===== src/source/icache_pkg.sv =====
// Instruction cache package: address fields, cache geometry, memory timing, controller states
`default_nettype none

package icache_pkg;

  // ====================================================================
  // Address fields and geometry
  // ====================================================================
  localparam int ADDR_BITS   = 12;
  localparam int WORD_BITS   = 32;
  localparam int OFFSET_BITS = 4;
  localparam int INDEX_BITS  = 4;
  localparam int TAG_BITS    = ADDR_BITS - INDEX_BITS - OFFSET_BITS;

  localparam int LINES       = 1 << INDEX_BITS;
  localparam int LINE_WORDS  = 4;
  localparam int BEAT_BITS   = $clog2(LINE_WORDS);
  localparam int LINE_BITS   = LINE_WORDS * WORD_BITS;

  // ====================================================================
  // Backing memory and statistics
  // ====================================================================
  localparam int MEM_WORDS     = 1024;
  localparam int MEM_ADDR_BITS = $clog2(MEM_WORDS);
  // Request edge to first beat
  localparam int MEM_LATENCY   = 3;
  localparam int LAT_BITS      = $clog2(MEM_LATENCY + 1);

  localparam int STAT_BITS   = 16;

  // Controller states
  typedef enum logic [1:0] {
    IDLE,
    CHK,
    REFILL,
    RESP
  } icache_state_t;

endpackage

`default_nettype wire


===== src/source/icache_tag_array.sv =====
// Tag store: one tag per cache line, registered read, clocked write
`timescale 1ns/1ps
`default_nettype none

module icache_tag_array (
  input  wire logic                            clk,
  input  wire logic [icache_pkg::INDEX_BITS-1:0] index,
  input  wire logic                            rd_en,
  input  wire logic                            wr_en,
  input  wire logic [icache_pkg::TAG_BITS-1:0]   wr_tag,
  output logic      [icache_pkg::TAG_BITS-1:0]   rd_tag
);
  import icache_pkg::*;

  logic [TAG_BITS-1:0] tags [LINES];

  always_ff @(posedge clk) begin
    if (wr_en) begin
      tags[index] <= wr_tag;
    end
  end

  // Read data holds until the next read enable
  always_ff @(posedge clk) begin
    if (rd_en) begin
      rd_tag <= tags[index];
    end
  end

endmodule

`default_nettype wire


===== config.mk =====
export PLATFORM = sky130hd
export DESIGN_NAME = icache_tag_array
export DESIGN_NICKNAME = d
export VERILOG_FILES = /design/src/source/icache_pkg.sv /design/src/source/icache_tag_array.sv
export SDC_FILE = /design/constraint.sdc
export NUM_CORES = 1
export LEC_CHECK = 0
export ABC_AREA = 1
export ABC_CLOCK_PERIOD_IN_PS = 2500
export BUFFER_PORTS_ARGS = -buffer_cell sky130_fd_sc_hd__buf_2
export CORE_MARGIN = 2
export CORE_UTILIZATION = 50
export CTS_CLUSTER_SIZE = 12
export DETAILED_ROUTE_END_ITERATION = 10
export PLACE_DENSITY = 0.68
export SLEW_MARGIN = 20
export SYNTH_ARGS = -nofsm -noshare
export SYNTH_HDL_FRONTEND = slang
export SYNTH_SLANG_ARGS = --single-unit

===== constraint.sdc =====
create_clock -name clk -period 2.5 [get_ports clk]
set_input_delay 0.125 -clock clk [delete_from_list [all_inputs] [get_ports clk]]
set_output_delay 0.125 -clock clk [all_outputs]
set_load 0.02 [all_outputs]

Word-level counts from Yosys, hierarchy flattened

Memories as Yosys holds them, arrays and structs flattened. A register that Yosys moved wholly into a read port is not among the register bits.
Index checks and enable logic that the tools add are counted.

Bits in registers: 0
Bits in writable memories: 64
Input port bits: 11
Output and inout port bits: 4
Word-level logic and storage cells: 3
Memories kept: 1

Muxes and demuxes: 2

Memories:

| name | words | width | read ports | clocked after Yosys merged registers in | wr ports | RTL line               | source |
|---|---|---|---|---|---|---|---|
| tags | 16    | 4     | 1          | 1                                       | 1        | icache_tag_array.sv:15 | `logic [TAG_BITS-1:0] tags [LINES];` |

Operators with widths:

| cell             | number |
|---|---|
| 1-bit 2-to-1 mux | 2 |

Depth between registers and ports, before layout

Depth in word-level cells: 2
Mapped depth: 11
Gate-level depth less buffers: 9

Worst setup path after synthesis

Ideal clock, no wire load.

Path kind: input-to-reg
Start point: input index[1] (netlist bit)
End point: memory tags[5][0] (netlist bit) (enable)
Setup time: 0.329 ns
Data arrival time: 0.857 ns
Setup slack: 1.314 ns
Cell stages on the path: 5
Path buffers: 2
Path through: buf_6 -> inv_2 -> buf_4 -> nand3_1 -> nor2_1

RTL lines:

| what               | RTL line               | source |
|---|---|---|
| start: declaration | icache_tag_array.sv:7  | `input wire logic [icache_pkg::INDEX_BITS-1:0] index,` |
| end: declaration   | icache_tag_array.sv:15 |  |

Straight into the memory's write port.

Worst setup path in the final report

Start point: input index[0] (netlist bit)
End point: memory tags[6][3] (netlist bit) (enable)

Straight into the memory's write port.

==> impl_metrics.toml <==
[routing]
drtAntennaViolNets = 0
post_drt_wl_per_cell_um = 14.8
num_vias = 1892
wl_um = 5680
drt_iter0_drc = 185
dr.pass1.iters = 4
vias_per_cell = 4.93
route.detailed.drc = 0

[place]
port_buffers = 14
dp_slack_ps = 735
hpwl_um = 3630
place.gp.congestion = 0.812

[clock_network]
h-tree-depth = 3
post_cts_buffers = 0
ctsHoldBuffers = 0
cts.sinks = 68
cts_tree = "built"
numCtsBuffers = 9
clk_pin_slew_worst_paths_ps = 70
root_buffer = "clkbuf_8"
clkLatencyLatePin_ps = 340
clk_path_buf_depth = 2
cts_resized = 0

[die]
num_io_pins = 15
fp-row-count = 28
start_util_pct = 51.4
die_x_um = 81.5
core_sq_mm = 0.00585
die_area_sq_mm = 0.00665
fp.dieH_um = 81.5

[sta]
fin_worst_skew_ps = 5.42
final.setup.worst_slack_ps = 1060
worstMarginPinSlew_ps = 696
rsz0062_at_grt = "false"
slew_headroom_pct = 53.6
min_period_ps = 1440
hold_violations = 0
fmax_mhz = 693
finalSetupTns_ps = 0
drv_slew = 0
setup_viol = 0
hold_slack_ps = 43.3
post-route-period-util_pct = 57.7

[pwr]
clkPwrFrac_pct = 36.6
ir_worst_vdd_mv = 0.357
internal-power_uw = 1770
p_sw_uw = 515
combPwrFrac_pct = 6.9
p_per_area_mw_per_mm2 = 705
power.leakage_uw = 0.00138
p_seq_share_pct = 56.4
switching_share_pct = 22.5

[outcome]
outcome = "finished, final reports clean"

[global_routing]
antenna_found_initial = 0
grt_overflow_total = 0
grt_max_degree = 36
grt_pass1_vias = 1768
grt_pass1_wl_um = 8850
grtUsageTotal_pct = 19.0

[flow_run]
max_cap_viol_count = 0

[worst_setup_path]
start_kind = "input port"
r2r-end = "rd_tag[2]"
crit_type = "input port to register"
cp_max_fo = 35
critPathCaptureType = "register"
cp.arrival_ps = 1430
worstPathRequired_ps = 2480
rr_startpoint = "tags[6][2]"
reg2reg_slack_ps = 1410
r2r_cells = 8

[synth]
yosys.area.top_type = "edfxtp_1"
synth_area_leaders = "edfxtp_1 68%, nand2_1 19%, nand2_2 4.2%"
yosysWarnings = 0
ys_types = 12
ys_seq_area_share_pct = 67.9
synthCells = 289
synth_top_area_share_pct = 67.9
ys_seq_elements = 68
syn_nets = 300
avgSynthCellArea_sq_um = 10.4
synth_area_sq_mm = 0.00301

[finish]
syn_to_final_growth_pct = 7.87
drive_gt1_share_pct = 16.2
diodes = 0
num-fill-cells = 523
nNetsFinal = 315
layout_common_cells = "154 x nand2_1, 68 x edfxtp_1, 20 x nand2_2"
layout_commonest_cell = "nand2_1"

[hold_path]
hp-class = "input port to register"
hold_path_end = "rd_tag[0]"
holdCritStartpoint = "rd_en"
whs_path_depth = 1
## synth_stat cells
library cell and number:
edfxtp_1 68, inv_8 1, inv_1 13, nand2_1 154, buf_6 3, buf_4 4, buf_12 2, buf_2 1
nand3_1 4, nor2_1 18, nand2_2 20, inv_2 1
## stage by stage
stage / power [uW] / std cells / util, % / area (sq um)
2_1_floorplan: 1430 / 289 / - / 3010
3_3_place_gp: 1470 / 368 / 52.3 / 3060
3_5_place_dp: 1480 / 368 / 52.3 / 3060
4_1_cts: 2310 / 384 / 55.4 / 3240
5_1_grt: 2380 / 384 / 55.4 / 3240
6_report: 2290 / 384 / 55.4 / 3240
## layer usage
| metal | routed length [um] | part of all wire [%] | GRT usage [%] | up-vias |
|---|---|---|---|---|
| met4 | 106 | 1.9 | 9.32 | 0 |
| met1 | 2670 | 47 | 26.5 | 874 |
| met5 | 0 | 0 | 0 | - |
| li1 | - | - | - | 950 |
| met2 | 2590 | 46 | 27.3 | 56 |
| met3 | 311 | 5.5 | 5.71 | 12 |
## cells by family (layout without fill, tap and decap cells)
group | after synthesis | in the layout | synth area share, %
simple gates | 196 | 196 | 26.3
flops | 68 | 68 | 67.9
buf+inv | 25 | 45 | 5.75
## worst max-delay path, stage by stage
cell and delay, ps:
buf_2 330, inv_8 320, nand3_1 200, nor2_1 450
## sequential cells by signal (all words and copies together), names as in the netlist
| register | cells |
|---|---|
| tags | 64 |
| rd_tag | 4 |
## power by group through the flow
stage	logic (uW)	clock network (uW)	registers, uW
2_1_floorplan	110	0	1320
3_3_place_gp	159	0	1320
3_5_place_dp	159	0	1320
4_1_cts	160	854	1290
5_1_grt	180	909	1290
6_report	158	838	1290
## final cells by class
| cell class | count | area [sq um] | share of cell area (%) |
|---|---|---|---|
| Inverter | 15 | 63.8 | 1.97 |
| Sequential cell | 68 | 2040 | 63.0 |
| Multi-Input combinational cell | 196 | 791 | 24.4 |
| Clock buffer | 9 | 124 | 3.82 |
| Timing Repair Buffer | 14 | 70.1 | 2.16 |
| Clock inverter | 7 | 57.6 | 1.78 |
| Tap cell | 75 | 93.8 | 2.89 |
## how the worst max path moves through the flow
stage / endpoint / start / slack (ps)
after global routing: tags[6][3] / index[0] / 950
after floorplan: tags[5][0] / index[1] / 1310
final: tags[6][3] / index[0] / 1060
after CTS: tags[6][3] / index[0] / 1090
after global placement: tags[6][1] / index[0] / 720
after detailed placement: tags[6][0] / index[0] / 730
Note: power is estimated with default switching activity, not from simulation.
