<file path="config.mk">
export PLATFORM = sky130hd
export DESIGN_NAME = icache_data_array
export DESIGN_NICKNAME = d
export VERILOG_FILES = /design/src/source/icache_pkg.sv /design/src/source/icache_data_array.sv
export SDC_FILE = /design/constraint.sdc
export NUM_CORES = 2
export LEC_CHECK = 0
export ABC_AREA = 0
export BUFFER_PORTS_ARGS = -buffer_cell sky130_fd_sc_hd__buf_2
export CAP_MARGIN = 20
export CORE_UTILIZATION = 60
export DETAILED_ROUTE_END_ITERATION = 6
export PLACE_DENSITY = 0.79
export SKIP_CTS_REPAIR_TIMING = 1
export SLEW_MARGIN = 20
export SYNTH_ARGS = -nofsm -noshare
export SYNTH_HDL_FRONTEND = slang
export SYNTH_SLANG_ARGS = --single-unit
</file>
<file path="constraint.sdc">
create_clock -name clk -period 12.2 [get_ports clk]
set_input_delay 0.61 -clock clk [delete_from_list [all_inputs] [get_ports clk]]
set_output_delay 0.61 -clock clk [all_outputs]
set_load 0.01 [all_outputs]
</file>
<file path="src/source/icache_pkg.sv">
// Instruction cache package: address fields, cache geometry, memory timing, controller states
`default_nettype none

package icache_pkg;

  // ====================================================================
  // Address fields and geometry
  // ====================================================================
  localparam int ADDR_BITS   = 12;
  localparam int WORD_BITS   = 32;
  localparam int OFFSET_BITS = 4;
  localparam int INDEX_BITS  = 4;
  localparam int TAG_BITS    = ADDR_BITS - INDEX_BITS - OFFSET_BITS;

  localparam int LINES       = 1 << INDEX_BITS;
  localparam int LINE_WORDS  = 4;
  localparam int BEAT_BITS   = $clog2(LINE_WORDS);
  localparam int LINE_BITS   = LINE_WORDS * WORD_BITS;

  // ====================================================================
  // Backing memory and statistics
  // ====================================================================
  localparam int MEM_WORDS     = 1024;
  localparam int MEM_ADDR_BITS = $clog2(MEM_WORDS);
  // Request edge to first beat
  localparam int MEM_LATENCY   = 3;
  localparam int LAT_BITS      = $clog2(MEM_LATENCY + 1);

  localparam int STAT_BITS   = 16;

  // Controller states
  typedef enum logic [1:0] {
    IDLE,
    CHK,
    REFILL,
    RESP
  } icache_state_t;

endpackage

`default_nettype wire

</file>
<file path="src/source/icache_data_array.sv">
// Line store: four words per line, whole-line write and registered whole-line read
`timescale 1ns/1ps
`default_nettype none

module icache_data_array (
  input  wire logic                              clk,
  input  wire logic [icache_pkg::INDEX_BITS-1:0] index,
  input  wire logic                              rd_en,
  input  wire logic                              wr_en,
  input  wire logic [icache_pkg::LINE_BITS-1:0]  wr_line,
  output logic      [icache_pkg::LINE_BITS-1:0]  rd_line
);
  import icache_pkg::*;

  logic [LINE_BITS-1:0] lines [LINES];

  always_ff @(posedge clk) begin
    if (wr_en) begin
      lines[index] <= wr_line;
    end
  end

  // Word 0 sits in the low bits of a line
  always_ff @(posedge clk) begin
    if (rd_en) begin
      rd_line <= lines[index];
    end
  end

endmodule

`default_nettype wire

</file>
Word level (Yosys, flattened, before mapping)
Memory sizes are Yosys's and may differ from the RTL's. A register that Yosys moved wholly into a read port is not among the register bits.
Index checks and enable logic that the tools add are counted.
{"block": "totals", "register_bits": 0, "ram_bits": 2048, "inputBits": 135, "output_inout_bits": 128, "wordCells": 3, "memories": 1}
{"block": "classes", "mux": 2}
{"memory": "lines", "words": 16, "word_bits": 128, "read_ports": 1, "rd_clocked_by_memory_dff": 1, "wr": 1, "line": "icache_data_array.sv:15", "source": "logic [LINE_BITS-1:0] lines [LINES];"}
{"operator": "$mux 1", "count": 2}

Longest topological paths before layout
{"block": "depth", "word_depth": 2, "ltp_mapped": 6}

Least setup slack after synthesis
Ideal clock, no wire load.
{"block": "synth_timing", "path_type": "input -> register", "start": "input port index[1] (netlist bit)", "end": "memory lines[0][0] (netlist bit), enable pin", "setup_time_ns": 0.772, "arrival_time_ns": 9.826, "t_required_ns": 11.428, "slack_ns": 1.601, "path_stages": 4, "path_cell_list": "buf_2 clkbuf_1 buf_2 nor3_1"}
{"element": "from (decl)", "line": "icache_data_array.sv:7", "source": "input wire logic [icache_pkg::INDEX_BITS-1:0] index,"}
{"element": "to (decl)", "line": "icache_data_array.sv:15"}
No word-level cell before the write port.

==> impl_metrics.toml <==
[outcome]
outcome = "finished, final reports clean"

[sta]
finalHoldViolCount = 0
finalSetupTns_ns = 0
fmax_ghz = 0.207
clock_skew_ns = 0.0321
rsz0062_at_grt = "false"
final_max_slew_viol_count = 0
post-route-min-period_ns = 4.83
maxSlewHeadroom_pct = 21.4
setup_viol = 0
fin_crit_sh_pct = 39.6
tightest_slew_ns = 1.18

[global_routing]
antenna_found_initial = 42
globalRouteTotalUtil_pct = 27.9
grt_overflow = 0
grt_max_degree = 141
grt_pass1_wl_um = 268000
grt_pass1_vias = 38900

[detailed_routing]
detail_route.wirelength_um = 186000
ant_nets = 0
drc = 0
vias_per_cell = 6.72
drtIter0Drc = 4957
drt-wirelength-per-cell_um = 33.3
via_count = 37500
first_pass_iters = 7

[synthesis]
synth_top_family_by_area = "multiplexers"
muxShareOfSynthArea_pct = 14.4
synth-simple-area-share_pct = 0.762
ys_warn_count = 0
syn_area_per_cell_um2 = 24.6
netlist_area_um2 = 80400
yosys.area_share.adder_pct = 0
synth_nets = 3406
syn_inst = 3271
synth_compound_area_share_pct = 2.39
synth-seq-area-share_pct = 81.3
synth_xor_area_share_pct = 0
synth_cell_type_count = 19
synth_seq_cells = 2176

[power_and_ir_drop]
swShare_pct = 21.1
pwr-share-comb_pct = 4.7
finalPower_mw = 15.3
powerDensity_nw_per_um2 = 170
intPower_mw = 12.1
peakVddDrop_mv = 0.144
power.switching_mw = 3.23
pwr-share-seq_pct = 55.4
p_leak_nw = 28.8
p_clk_share_pct = 39.9

[clocking]
cts_buffers = 205
clock-sinks = 2176
clockBufferDepth = 3
h-tree-depth = 4
root_buffer = "clkbuf_16"
clk_pin_slew_ns = 0.06
cts_tree = "done"
worstSkewPairLatency_ns = 0.84

[layout]
fin_nets = 3769
drive_above_1_share_pct = 29.6
most-common-layout-cells = "edfxtp_1, mux4_2, buf_2, a22oi_1, clkbuf_16"
fillCellCount = 7636
final_common_cell = "edfxtp_1"
area_growth_pct = 12.3

[floorplan]
die_y_um = 368
start_util_pct = 60.9
coreArea_um2 = 132000
die_w_um = 368
dieArea_um2 = 135000
rows = 133
num_io_pins = 263

[min_path]
min_path_type = "input pin to flip-flop"
min_from = "wr_line[61]"
worstHoldEndpoint = "lines[9][61]"
hold_path_depth = 1

[setup_path]
setup.worst_path.start_class = "input pin"
path_max_fanout = 55
worstPathRequired_ns = 12.76
ff2ff_path_depth = 3
worstPathArrival_ns = 5.39
end_kind = "flip-flop"
r2r-start = "lines[2][64]"
worst-setup-path-type = "input pin to flip-flop"
rrSetupSlack_ns = 10.52
reg2reg_to = "rd_line[64]"

[placed_design]
dp_hpwl_um = 83800
portBuffers = 262
gp_congestion = 0.716

[run]
drv_cap = 0
-- stage by stage --
step | instances | cell area, µm² | util (%) | worst slack, ns | hold WS (ns)
finish | 5579 | 90300 | 68.3 | 7.37 | 0.141
global route | 5569 | 90300 | 68.3 | 6.86 | 0.125
CTS | 5561 | 90200 | 68.3 | 7.27 | 0.0795
detailed placement | 5182 | 83800 | 63.5 | 6.36 | 0.727
global placement | 5180 | 83800 | 63.4 | 6.46 | 0.722
floorplan | 3271 | 80400 | - | 1.60 | 0.709
-- power by group through the flow --
stage / combinational [mW] / sequential (mW) / clock (mW)
2_1_floorplan: 0.397 / 8.65 / 0
5_1_grt: 0.761 / 8.49 / 6.45
4_1_cts: 0.722 / 8.49 / 6.18
6_report: 0.716 / 8.48 / 6.12
3_5_place_dp: 0.711 / 8.64 / 0
3_3_place_gp: 0.693 / 8.63 / 0
-- cells by family after synthesis --
| logic type | Yosys count |
|---|---|
| flops | 2176 |
| compound gates | 256 |
| buf+inv | 172 |
| simple gates | 155 |
| mux | 512 |
-- worst max-delay path: stages --
cell and delay, ns:
buf_8 0.40, buf_4 0.67, buf_4 0.83, buf_4 0.78, buf_4 0.89, mux4_1 0.67, a22oi_1 0.21, nand2_1 0.10
-- per-layer routing --
metal	global-route usage, %	vias up	part of all wire, %
met1	37.5	19900	36
met5	0	-	0.12
met3	5.52	429	9.4
met2	46.1	2255	51
met4	9.93	38	3.2
li1	-	14900	-
-- worst max-delay path by stage --
stage | from | cells past startpoint | to | slack, ns
2_1_floorplan | index[1] | 4 | lines[0][0] | 1.60
3_3_place_gp | index[0] | 8 | rd_line[52] | 6.46
3_5_place_dp | index[0] | 8 | rd_line[52] | 6.36
4_1_cts | index[0] | 8 | rd_line[61] | 7.27
5_1_grt | index[0] | 8 | rd_line[63] | 6.86
6_report | index[0] | 8 | rd_line[52] | 7.37
-- sequential cells by signal, summed over array words and instances (netlist names) --
register  cells
rd_line     128
lines      2048
-- synth_stat cells --
cell      number  area (µm²)
buf_2         14        70.1
a22oi_1      256        1920
buf_1         40         150
nor3_1         4        20.0
nor2_1        13        48.8
nand3_1        1        5.00
nand2b_1       2        12.5
buf_4         36         270
edfxtp_1    2176       65300
nor2b_1        2        12.5
buf_6         15         169
buf_8          1        15.0
clkbuf_1      66         248
mux4_2       492       11100
nand2_1      129         484
nand3b_1       2        15.0
or3b_2         1        8.76
and2_1         1        6.26
mux4_1        20         526
-- layout make-up --
| class | count | area (µm²) | area share [%] |
|---|---|---|---|
| Clock inverter | 143 | 1130 | 1.26 |
| Sequential cell | 2176 | 65300 | 72.4 |
| Multi-Input combinational cell | 923 | 14300 | 15.8 |
| Tap cell | 1755 | 2200 | 2.43 |
| Timing Repair Buffer | 328 | 2030 | 2.25 |
| Antenna cell | 18 | 45.0 | 0.0499 |
| Clock buffer | 236 | 5270 | 5.83 |
Note: power is estimated with default switching activity, not from simulation.
