==> config.mk <==
export PLATFORM = sky130hd
export DESIGN_NAME = icache_ctrl_flat
export DESIGN_NICKNAME = d
export VERILOG_FILES = /design/src/source/icache_pkg.sv /design/src/source/refill_if.sv /design/src/source/icache_ctrl.sv /design/src/flat_wrapper.sv
export SDC_FILE = /design/constraint.sdc
export NUM_CORES = 1
export LEC_CHECK = 0
export BUFFER_PORTS_ARGS = -buffer_cell sky130_fd_sc_hd__clkbuf_2
export CORE_AREA = 2 2 159 161
export CTS_CLUSTER_DIAMETER = 200
export DETAILED_ROUTE_END_ITERATION = 16
export DIE_AREA = 0 0 161 163
export PLACE_DENSITY = 0.74
export REMOVE_ABC_BUFFERS = 1
export SLEW_MARGIN = 30
export SYNTH_ARGS = -nofsm -noshare
export SYNTH_HDL_FRONTEND = slang
export SYNTH_SLANG_ARGS = --single-unit
==> constraint.sdc <==
create_clock -name clk -period 3.96 [get_ports clk]
set_input_delay 0.792 -clock clk [delete_from_list [all_inputs] [get_ports clk]]
set_output_delay 0.792 -clock clk [all_outputs]
set_load 0.02 [all_outputs]
==> src/source/icache_pkg.sv <==
// Instruction cache package: address fields, cache geometry, memory timing, controller states
`default_nettype none

package icache_pkg;

  // ====================================================================
  // Address fields and geometry
  // ====================================================================
  localparam int ADDR_BITS   = 12;
  localparam int WORD_BITS   = 32;
  localparam int OFFSET_BITS = 4;
  localparam int INDEX_BITS  = 4;
  localparam int TAG_BITS    = ADDR_BITS - INDEX_BITS - OFFSET_BITS;

  localparam int LINES       = 1 << INDEX_BITS;
  localparam int LINE_WORDS  = 4;
  localparam int BEAT_BITS   = $clog2(LINE_WORDS);
  localparam int LINE_BITS   = LINE_WORDS * WORD_BITS;

  // ====================================================================
  // Backing memory and statistics
  // ====================================================================
  localparam int MEM_WORDS     = 1024;
  localparam int MEM_ADDR_BITS = $clog2(MEM_WORDS);
  // Request edge to first beat
  localparam int MEM_LATENCY   = 3;
  localparam int LAT_BITS      = $clog2(MEM_LATENCY + 1);

  localparam int STAT_BITS   = 16;

  // Controller states
  typedef enum logic [1:0] {
    IDLE,
    CHK,
    REFILL,
    RESP
  } icache_state_t;

endpackage

`default_nettype wire

==> src/source/refill_if.sv <==
// Refill bus interface: line request and four-beat return data, controller and memory modports
`timescale 1ns/1ps
`default_nettype none

interface refill_if (
  input wire logic clk
);
  import icache_pkg::*;

  // Single-cycle line request
  logic                     req;
  logic [MEM_ADDR_BITS-1:0] line_addr;

  // Return beats, word 0 first
  logic                     beat_valid;
  logic [WORD_BITS-1:0]     beat_data;

  modport ctrl (
    input  clk,
    output req,
    output line_addr,
    input  beat_valid,
    input  beat_data
  );

  modport mem (
    input  clk,
    input  req,
    input  line_addr,
    output beat_valid,
    output beat_data
  );

endinterface

`default_nettype wire

==> src/source/icache_ctrl.sv <==
// Cache controller: request capture, valid bits, hit check FSM, line refill, response, statistics
`timescale 1ns/1ps
`default_nettype none

module icache_ctrl (
  input  wire logic                              clk,
  input  wire logic                              rstn,
  // Fetch port
  input  wire logic                              fetch_req,
  input  wire logic [icache_pkg::ADDR_BITS-1:0]  fetch_addr,
  input  wire logic                              flush,
  output logic                                   busy,
  output logic                                   rsp_valid,
  output logic      [icache_pkg::WORD_BITS-1:0]  rsp_data,
  output logic                                   rsp_hit,
  // Arrays, shared index and enables
  output logic      [icache_pkg::INDEX_BITS-1:0] index,
  output logic                                   rd_en,
  output logic                                   wr_en,
  output logic      [icache_pkg::TAG_BITS-1:0]   wr_tag,
  input  wire logic [icache_pkg::TAG_BITS-1:0]   rd_tag,
  output logic      [icache_pkg::LINE_BITS-1:0]  wr_line,
  input  wire logic [icache_pkg::LINE_BITS-1:0]  rd_line,
  // Refill bus
  refill_if.ctrl                                 refill,
  // Statistics
  output logic      [icache_pkg::STAT_BITS-1:0]  stat_req,
  output logic      [icache_pkg::STAT_BITS-1:0]  stat_hit,
  output logic      [icache_pkg::STAT_BITS-1:0]  stat_miss
);
  import icache_pkg::*;

  icache_state_t state;
  icache_state_t state_nxt;

  logic [ADDR_BITS-1:0]  addr_r;
  logic [TAG_BITS-1:0]   tag_r;
  logic [INDEX_BITS-1:0] idx_r;
  logic [BEAT_BITS-1:0]  word_r;
  logic [LINES-1:0]      valid;
  logic [BEAT_BITS-1:0]  beat_cnt;
  logic [LINE_BITS-1:0]  line_buf;
  logic [LINE_BITS-1:0]  line_nxt;
  logic                  accept;
  logic                  hit;
  logic                  last_beat;
  logic                  line_wr;

  function automatic logic [WORD_BITS-1:0] pick_word(input logic [LINE_BITS-1:0] line,
                                                     input logic [BEAT_BITS-1:0] sel);
    return line[sel*WORD_BITS +: WORD_BITS];
  endfunction

  assign tag_r  = addr_r[ADDR_BITS-1 -: TAG_BITS];
  assign idx_r  = addr_r[OFFSET_BITS +: INDEX_BITS];
  assign word_r = addr_r[OFFSET_BITS-BEAT_BITS +: BEAT_BITS];

  // ====================================================================
  // Request capture
  // ====================================================================
  assign busy   = (state != IDLE) || rsp_valid;
  assign accept = fetch_req && !busy;

  always_ff @(posedge clk) begin
    if (accept) begin
      addr_r <= fetch_addr;
    end
  end

  // Arrays are read straight from the fetch address
  assign index   = accept ? fetch_addr[OFFSET_BITS +: INDEX_BITS] : idx_r;
  assign rd_en   = accept;
  assign wr_en   = line_wr;
  assign wr_tag  = tag_r;
  assign wr_line = line_buf;

  assign hit = valid[idx_r] && (rd_tag == tag_r);

  always_ff @(posedge clk or negedge rstn) begin
    if (!rstn) begin
      valid <= '0;
    end else if (flush && !busy) begin
      valid <= '0;
    end else if (line_wr) begin
      valid[idx_r] <= 1'b1;
    end
  end

  // ====================================================================
  // State machine
  // ====================================================================
  always_ff @(posedge clk or negedge rstn) begin
    if (!rstn) begin
      state <= IDLE;
    end else begin
      state <= state_nxt;
    end
  end

  always_comb begin
    state_nxt = state;
    case (state)
      IDLE:    state_nxt = accept ? CHK : IDLE;
      CHK:     state_nxt = hit ? RESP : REFILL;
      REFILL:  state_nxt = last_beat ? IDLE : REFILL;
      RESP:    state_nxt = IDLE;
      default: state_nxt = IDLE;
    endcase
  end

  // Refill line assembly
  assign refill.req       = (state == CHK) && !hit;
  assign refill.line_addr = {tag_r, idx_r, {BEAT_BITS{1'b0}}};

  assign line_nxt  = {refill.beat_data, line_buf[LINE_BITS-1:WORD_BITS]};
  assign last_beat = (state == REFILL) && refill.beat_valid &&
                     (beat_cnt == BEAT_BITS'(LINE_WORDS - 1));

  always_ff @(posedge clk or negedge rstn) begin
    if (!rstn) begin
      beat_cnt <= '0;
      line_wr  <= 1'b0;
    end else begin
      line_wr <= last_beat;
      if ((state == REFILL) && refill.beat_valid) begin
        beat_cnt <= beat_cnt + 1'b1;
      end
    end
  end

  always_ff @(posedge clk) begin
    if ((state == REFILL) && refill.beat_valid) begin
      line_buf <= line_nxt;
    end
  end

  // ====================================================================
  // Response and statistics
  // ====================================================================
  always_ff @(posedge clk or negedge rstn) begin
    if (!rstn) begin
      rsp_valid <= 1'b0;
    end else begin
      rsp_valid <= (state == RESP) || last_beat;
    end
  end

  // Miss data bypasses the array
  always_ff @(posedge clk) begin
    if (state == RESP) begin
      rsp_data <= pick_word(rd_line, word_r);
      rsp_hit  <= 1'b1;
    end else if (last_beat) begin
      rsp_data <= pick_word(line_nxt, word_r);
      rsp_hit  <= 1'b0;
    end
  end

  always_ff @(posedge clk or negedge rstn) begin
    if (!rstn) begin
      stat_req  <= '0;
      stat_hit  <= '0;
      stat_miss <= '0;
    end else begin
      if (accept) begin
        stat_req <= stat_req + 1'b1;
      end
      if ((state == CHK) && hit) begin
        stat_hit <= stat_hit + 1'b1;
      end
      if (last_beat) begin
        stat_miss <= stat_miss + 1'b1;
      end
    end
  end

  // A response ends an outstanding fetch and lasts one cycle
  a_rsp_source: assert property (@(posedge clk) disable iff (!rstn)
    rsp_valid |-> $past(busy) && !$past(rsp_valid));

  // Memory only returns beats to an outstanding refill
  a_beat_in_refill: assert property (@(posedge clk) disable iff (!rstn)
    refill.beat_valid |-> (state == REFILL));

endmodule

`default_nettype wire

==> src/flat_wrapper.sv <==
// flat-port wrapper written by rule: the top's interface ports become plain ports
module icache_ctrl_flat import icache_pkg::*;
  (clk, rstn, fetch_req, fetch_addr, flush, busy, rsp_valid, rsp_data, rsp_hit, index, rd_en, wr_en, wr_tag, rd_tag, wr_line, rd_line, stat_req, stat_hit, stat_miss, refill_req, refill_line_addr, refill_beat_valid, refill_beat_data);
  refill_if refill_i (.clk(clk));
  input  wire logic clk;
  input  wire logic rstn;
  input  wire logic fetch_req;
  input  wire logic [icache_pkg::ADDR_BITS-1:0] fetch_addr;
  input  wire logic flush;
  output logic busy;
  output logic rsp_valid;
  output logic      [icache_pkg::WORD_BITS-1:0] rsp_data;
  output logic rsp_hit;
  output logic      [icache_pkg::INDEX_BITS-1:0] index;
  output logic rd_en;
  output logic wr_en;
  output logic      [icache_pkg::TAG_BITS-1:0] wr_tag;
  input  wire logic [icache_pkg::TAG_BITS-1:0] rd_tag;
  output logic      [icache_pkg::LINE_BITS-1:0] wr_line;
  input  wire logic [icache_pkg::LINE_BITS-1:0] rd_line;
  output logic      [icache_pkg::STAT_BITS-1:0] stat_req;
  output logic      [icache_pkg::STAT_BITS-1:0] stat_hit;
  output logic      [icache_pkg::STAT_BITS-1:0] stat_miss;
  output wire logic [$bits(refill_i.req)-1:0] refill_req;
  output wire logic [$bits(refill_i.line_addr)-1:0] refill_line_addr;
  input wire logic [$bits(refill_i.beat_valid)-1:0] refill_beat_valid;
  input wire logic [$bits(refill_i.beat_data)-1:0] refill_beat_data;
  assign refill_req = refill_i.req;
  assign refill_line_addr = refill_i.line_addr;
  assign refill_i.beat_valid = refill_beat_valid;
  assign refill_i.beat_data = refill_beat_data;
  icache_ctrl u_core (.clk(clk), .rstn(rstn), .fetch_req(fetch_req), .fetch_addr(fetch_addr), .flush(flush), .busy(busy), .rsp_valid(rsp_valid), .rsp_data(rsp_data), .rsp_hit(rsp_hit), .index(index), .rd_en(rd_en), .wr_en(wr_en), .wr_tag(wr_tag), .rd_tag(rd_tag), .wr_line(wr_line), .rd_line(rd_line), .refill(refill_i), .stat_req(stat_req), .stat_hit(stat_hit), .stat_miss(stat_miss));
endmodule
# Yosys cells after proc, flatten, opt, wreduce, memory -nomap -nowiden
# Index checks and enable logic that the tools add are counted.
dict set report word_totals {
  in_bits 181
  output_inout_bits 232
  word_cells 55
  ff_bits 243
}
dict set report op_classes {
  shifts 2
  addsub 4
  reduce_logical 16
  order_cmp 2
  muxes 13
  bitwise 1
  eq_ne 5
}
# cell count
set ops {}
lappend ops {{128-bit by 8-bit variable part select with 32-bit output} 2}
lappend ops {{32-bit 2-to-1 mux} 2}
lappend ops {{16-bit by 1-bit adder with 16-bit output (second input constant)} 3}
lappend ops {{16-bit 2-to-1 mux} 2}
lappend ops {{16-bit OR} 1}
lappend ops {{1-bit logical AND} 8}
lappend ops {{2-bit one-hot mux with 4 select lines} 1}
lappend ops {{2-bit equality test (second input constant)} 3}
lappend ops {{2-bit nonzero test} 3}
lappend ops {{4-bit by 5-bit less-than comparator with 1-bit output (second input constant)} 1}
lappend ops {{1-bit binary-select mux with 4-bit select} 1}
lappend ops {{1-bit demux with 4-bit select} 1}
lappend ops {{4-bit equality test} 1}
lappend ops {{4-bit by 1-bit greater-or-equal comparator with 1-bit output (second input constant)} 1}
lappend ops {{1-bit 2-to-1 mux} 4}
lappend ops {{4-bit 2-to-1 mux} 1}
lappend ops {{2-bit by 1-bit adder with 2-bit output (second input constant)} 1}
lappend ops {{2-bit by 1-bit equality test with 1-bit output (second input constant)} 1}
lappend ops {{1-bit zero test} 2}
lappend ops {{2-bit zero test} 1}
lappend ops {{1-bit logical OR} 2}
lappend ops {{2-bit 2-to-1 mux} 1}

# Logic depth before layout (Yosys ltp)
dict set report depth {
  depth_word 7
  mapped_depth 8
  mapped_depth_nobuf 7
}

# Worst setup path after synthesis
# No wires, ideal clock.
dict set report synth_timing {
  path_kind {input-to-reg}
  start {input refill_beat_valid}
  end {register u_core.line_buf[0], in the netlist u_core.wr_line[0], enable pin}
  setup_slack_ns 0.065
  required_ns 3.480
  arrival_time_ns 3.415
  path_buffers 0
  setup_time_ns 0.480
  stages 2
  cell_sequence {nand3b_1 > inv_1}
}
dict set report synth_between {
  elab_chain_len 1
}
# item line
set synth_rtl {}
lappend synth_rtl {{from (decl)} flat_wrapper.sv:26} ;# input wire logic [$bits(refill_i.beat_valid)-1:0] refill_beat_valid;
lappend synth_rtl {{1-bit logical AND} icache_ctrl.sv:132} ;# if ((state == REFILL) && refill.beat_valid) begin
lappend synth_rtl {{to (signal assigned)} icache_ctrl.sv:133} ;# line_buf <= line_nxt;
lappend synth_rtl {{to (decl)} icache_ctrl.sv:42} ;# logic [LINE_BITS-1:0] line_buf;
# Every way passes these cells.
# A chain may end at the register's enable or synchronous reset.

# Final worst setup path
dict set report layout_timing {
  start {register u_core.addr_r[7]}
  end {output refill_req}
}
dict set report layout_between {
  elab_chain_len 5
}
# item line
set layout_rtl {}
lappend layout_rtl {{from (decl)} icache_ctrl.sv:36} ;# logic [ADDR_BITS-1:0] addr_r;
lappend layout_rtl {{from (signal assigned)} icache_ctrl.sv:66} ;# addr_r <= fetch_addr;
lappend layout_rtl {{1-bit binary-select mux with 4-bit select} icache_ctrl.sv:77} ;# assign hit = valid[idx_r] && (rd_tag == tag_r);
lappend layout_rtl {{1-bit 2-to-1 mux (implied by the code)} icache_ctrl.sv:77}
lappend layout_rtl {{1-bit logical AND} icache_ctrl.sv:77}
lappend layout_rtl {{1-bit zero test} icache_ctrl.sv:112} ;# assign refill.req = (state == CHK) && !hit;
lappend layout_rtl {{1-bit logical AND} icache_ctrl.sv:112}
lappend layout_rtl {{to (decl)} flat_wrapper.sv:24} ;# output wire logic [$bits(refill_i.req)-1:0] refill_req;
# Every way passes these cells. The select of a mux whose other input is x is not followed.

==> results.cfg <==
[clock_tree]
ctsHoldBuffers = 0
cts-buffers-inserted = 27
h-tree-depth = 1
post-cts-setup-buffers = 0
cts-root-buf = clkbuf_16
clk_pin_slew_ns = 0.06
cts_resized = 0
cts_tree = yes
numClockSinks = 241
clk_path_buf_depth = 3
worstSkewPairLatency_ns = 0.53

[detailed_routing]
vias_per_cell = 5.22
ant_nets = 0
wire_per_inst_um = 20.2
num_vias = 7143
drt-initial-drc-count = 424
drc = 0
dr.pass1.iters = 5
wl_um = 27700

[cells_and_area]
syn2layout_area_growth_pct = 29.8
fillers = 2044
nNetsFinal = 1205
drive_gt1_share_pct = 55.3
instances_no_fill = 1368

[place]
hpwlAfterDp_um = 20100
io_buffers = 408
place_inst = 1321
place_congestion = 0.836

[grt]
gr-usage-all-layers_pct = 20.4
grt_max_degree = 64
grt_pass1_vias = 7033
antenna_found_initial = 1
grt_remaining_overflow = 0
grt_pass1_wl_um = 41000

[setup_path]
crit_path_start_kind = flip-flop
cp-end-kind = output port
arrival_ns = 2.46
critical_path_class = reg -> out
required_ns = 3.17
critPathMaxFanout = 17

[power_and_ir_drop]
combPwrFrac_pct = 29.3
powerDensity_mw_per_mm2 = 613
power_frac_seq_pct = 43.8
vdd_drop_max_v = 0.000400
p_leak_nw = 5.86
p_sw_mw = 2.75
p_sw_share_pct = 32.9
finalPower_mw = 8.38
p_int_mw = 5.62
clockPowerShare_pct = 26.8

[synthesis]
synth_cell_type_count = 45
synth_ff_type = edfxtp_1
synth_area_per_cell_um2 = 17.2
netlist_area_mm2 = 0.0105
synth_edf_count = 170
synth_area_leaders = edfxtp_1, dfrtp_1, mux4_2
synth_top_area_share_pct = 48.5
yosysTopAreaCell = edfxtp_1
yosysSeqAreaShare_pct = 65.3
syn_inst = 611
ys_seq_elements = 241
ys_async_sr_fraction_pct = 29.0
ys_warn_count = 0

[floorplan]
die_h_um = 163
die_w_um = 161
start_util_pct = 42.7
rows = 58
die-area_mm2 = 0.0262
ios = 413
coreArea_mm2 = 0.0247

[sta]
fin_crit_sh_pct = 82.0
finClkSkew_ns = 0.0272
layout_min_cycle_time_ns = 3.25
maxSlewViolCount = 0
rsz0062_at_grt = false
hold_viol_final = 0
setup_violations = 0
tightest_slew_ns = 0.688
slew_headroom_pct = 53.7
fmax_mhz = 308

[job]
cap_violations = 0

[status]
status = completed

[min_path]
holdCritPathClass = in -> async
-- flip-flops by register name, summed over array words and instances (netlist names) --
| name | cells |
|---|---|
| u_core.valid | 16 |
| u_core.wr_en | 1 |
| u_core.rsp_hit | 1 |
| u_core.stat_req | 16 |
| u_core.rsp_data | 32 |
| u_core.rsp_valid | 1 |
| u_core.stat_miss | 16 |
| u_core.wr_line | 128 |
| u_core.state | 2 |
| u_core.addr_r | 10 |
| u_core.beat_cnt | 2 |
| u_core.stat_hit | 16 |
-- routing by layer --
layer,up-vias,GRT usage (%),part of all wire (%)
li1,3189,-,-
met1,3560,25.3,38
met2,344,34.7,51
met3,50,5.22,8.5
met4,0,7.35,2.7
met5,-,0,0
-- area by class of cell --
type                       instances  area [µm²]  share of cell area [%]
clock inverter                     8        43.8                   0.320
tap                              330         413                    3.02
antenna                            1        2.50                  0.0183
clock buffer                      38         737                    5.39
sequential                       241        6880                    50.3
timing repair buffer             421        2170                    15.8
inverter                           8        35.0                   0.256
multi-input combinational        321        3400                    24.9
-- power groups by stage --
stage,clock [mW],sequential [mW],combinational (mW)
detailed placement,0,3.72,2.48
global placement,0,3.70,2.45
finish,2.25,3.67,2.46
global route,2.39,3.73,2.63
floorplan,0,4.20,1.10
CTS,2.31,3.67,2.50
-- cell usage in the layout (no fill, tap or decap), types with 5 or more instances in the layout --
master     netlist  final
nor3_1           5      5
clkbuf_2         0    407
clkbuf_1        13      9
nand4_1         11     11
edfxtp_1       170    170
mux2_2          39     39
nor2_1          33     32
buf_4           15     12
nand2_1         30     29
a21oi_1         17     17
a2111oi_1        5      5
mux2i_1          8      8
nand3_1         11     11
inv_1            8      7
mux4_2          64     64
dfrtp_1         70     70
xor2_1          29     29
xnor2_1         21     21
clkbuf_16        0     27
-- logic make-up after synthesis --
logic type | after synthesis | share of synthesized area (%)
flip-flops | 241 | 65.3
AND/OR/NAND/NOR | 118 | 5.80
multiplexers | 111 | 18.6
XOR/XNOR | 50 | 4.16
buffers and inverters | 50 | 2.64
AO/OA/AOI/OAI | 36 | 2.97
adder cells (fa/ha/maj) | 4 | 0.475
other | 1 | 0.0356
-- critical path, cell delays in order (launching register included) --
cell and delay, ns:
edfxtp_1 0.79, mux2i_1 0.28, a22oi_1 0.13, nand4_2 0.10
buf_4 0.25, and3_1 0.20, clkbuf_2 0.17
-- stage by stage --
| step | util (%) | cell area [µm²] | TNS, ns | hold slack [ns] | setup WS [ns] |
|---|---|---|---|---|---|
| 6_report | 55.4 | 13700 | 0 | 0.242 | 0.712 |
| 5_1_grt | 55.4 | 13700 | 0 | 0.279 | 0.542 |
| 4_1_cts | 55.4 | 13700 | 0 | 0.408 | 0.695 |
| 3_5_place_dp | 52.2 | 12900 | 0 | 0.461 | 1.07 |
| 3_3_place_gp | 52.2 | 12900 | 0 | 0.450 | 1.07 |
| 2_1_floorplan | - | 10300 | -18.71 | 0.453 | -0.884 |
-- synthesized netlist by cell type, drive strengths merged (13+ instances only) --
cell	instances
edfxtp	170
dfrtp	70
mux4	64
mux2	39
nor2	33
nand2	30
buf	29
xor2	29
xnor2	21
a21oi	17
clkbuf	13
nand4	13
-- worst paths after layout --
path | startpoint | endpoint | slack [ns] | cells past startpoint
max | u_core.addr_r[7]$_DFFE_PP_ | refill_req | 0.71 | 6
max reg2reg | u_core.state[1]$_DFF_PN0_ | u_core.rsp_data[27]$_DFFE_PP_ | 1.40 | 4
min in group clk | fetch_addr[9] | u_core.addr_r[9]$_DFFE_PP_ | 0.43 | 1
max in group asynchronous | rstn | u_core.stat_req[15]$_DFFE_PN0P_ | 2.96 | 2
min | rstn | u_core.valid[10]$_DFFE_PN0P_ | 0.24 | 1
min reg2reg | u_core.rsp_hit$_SDFFE_PP1P_ | u_core.rsp_hit$_SDFFE_PP1P_ | 0.47 | 2
Note: power is estimated with default switching activity, not from simulation.
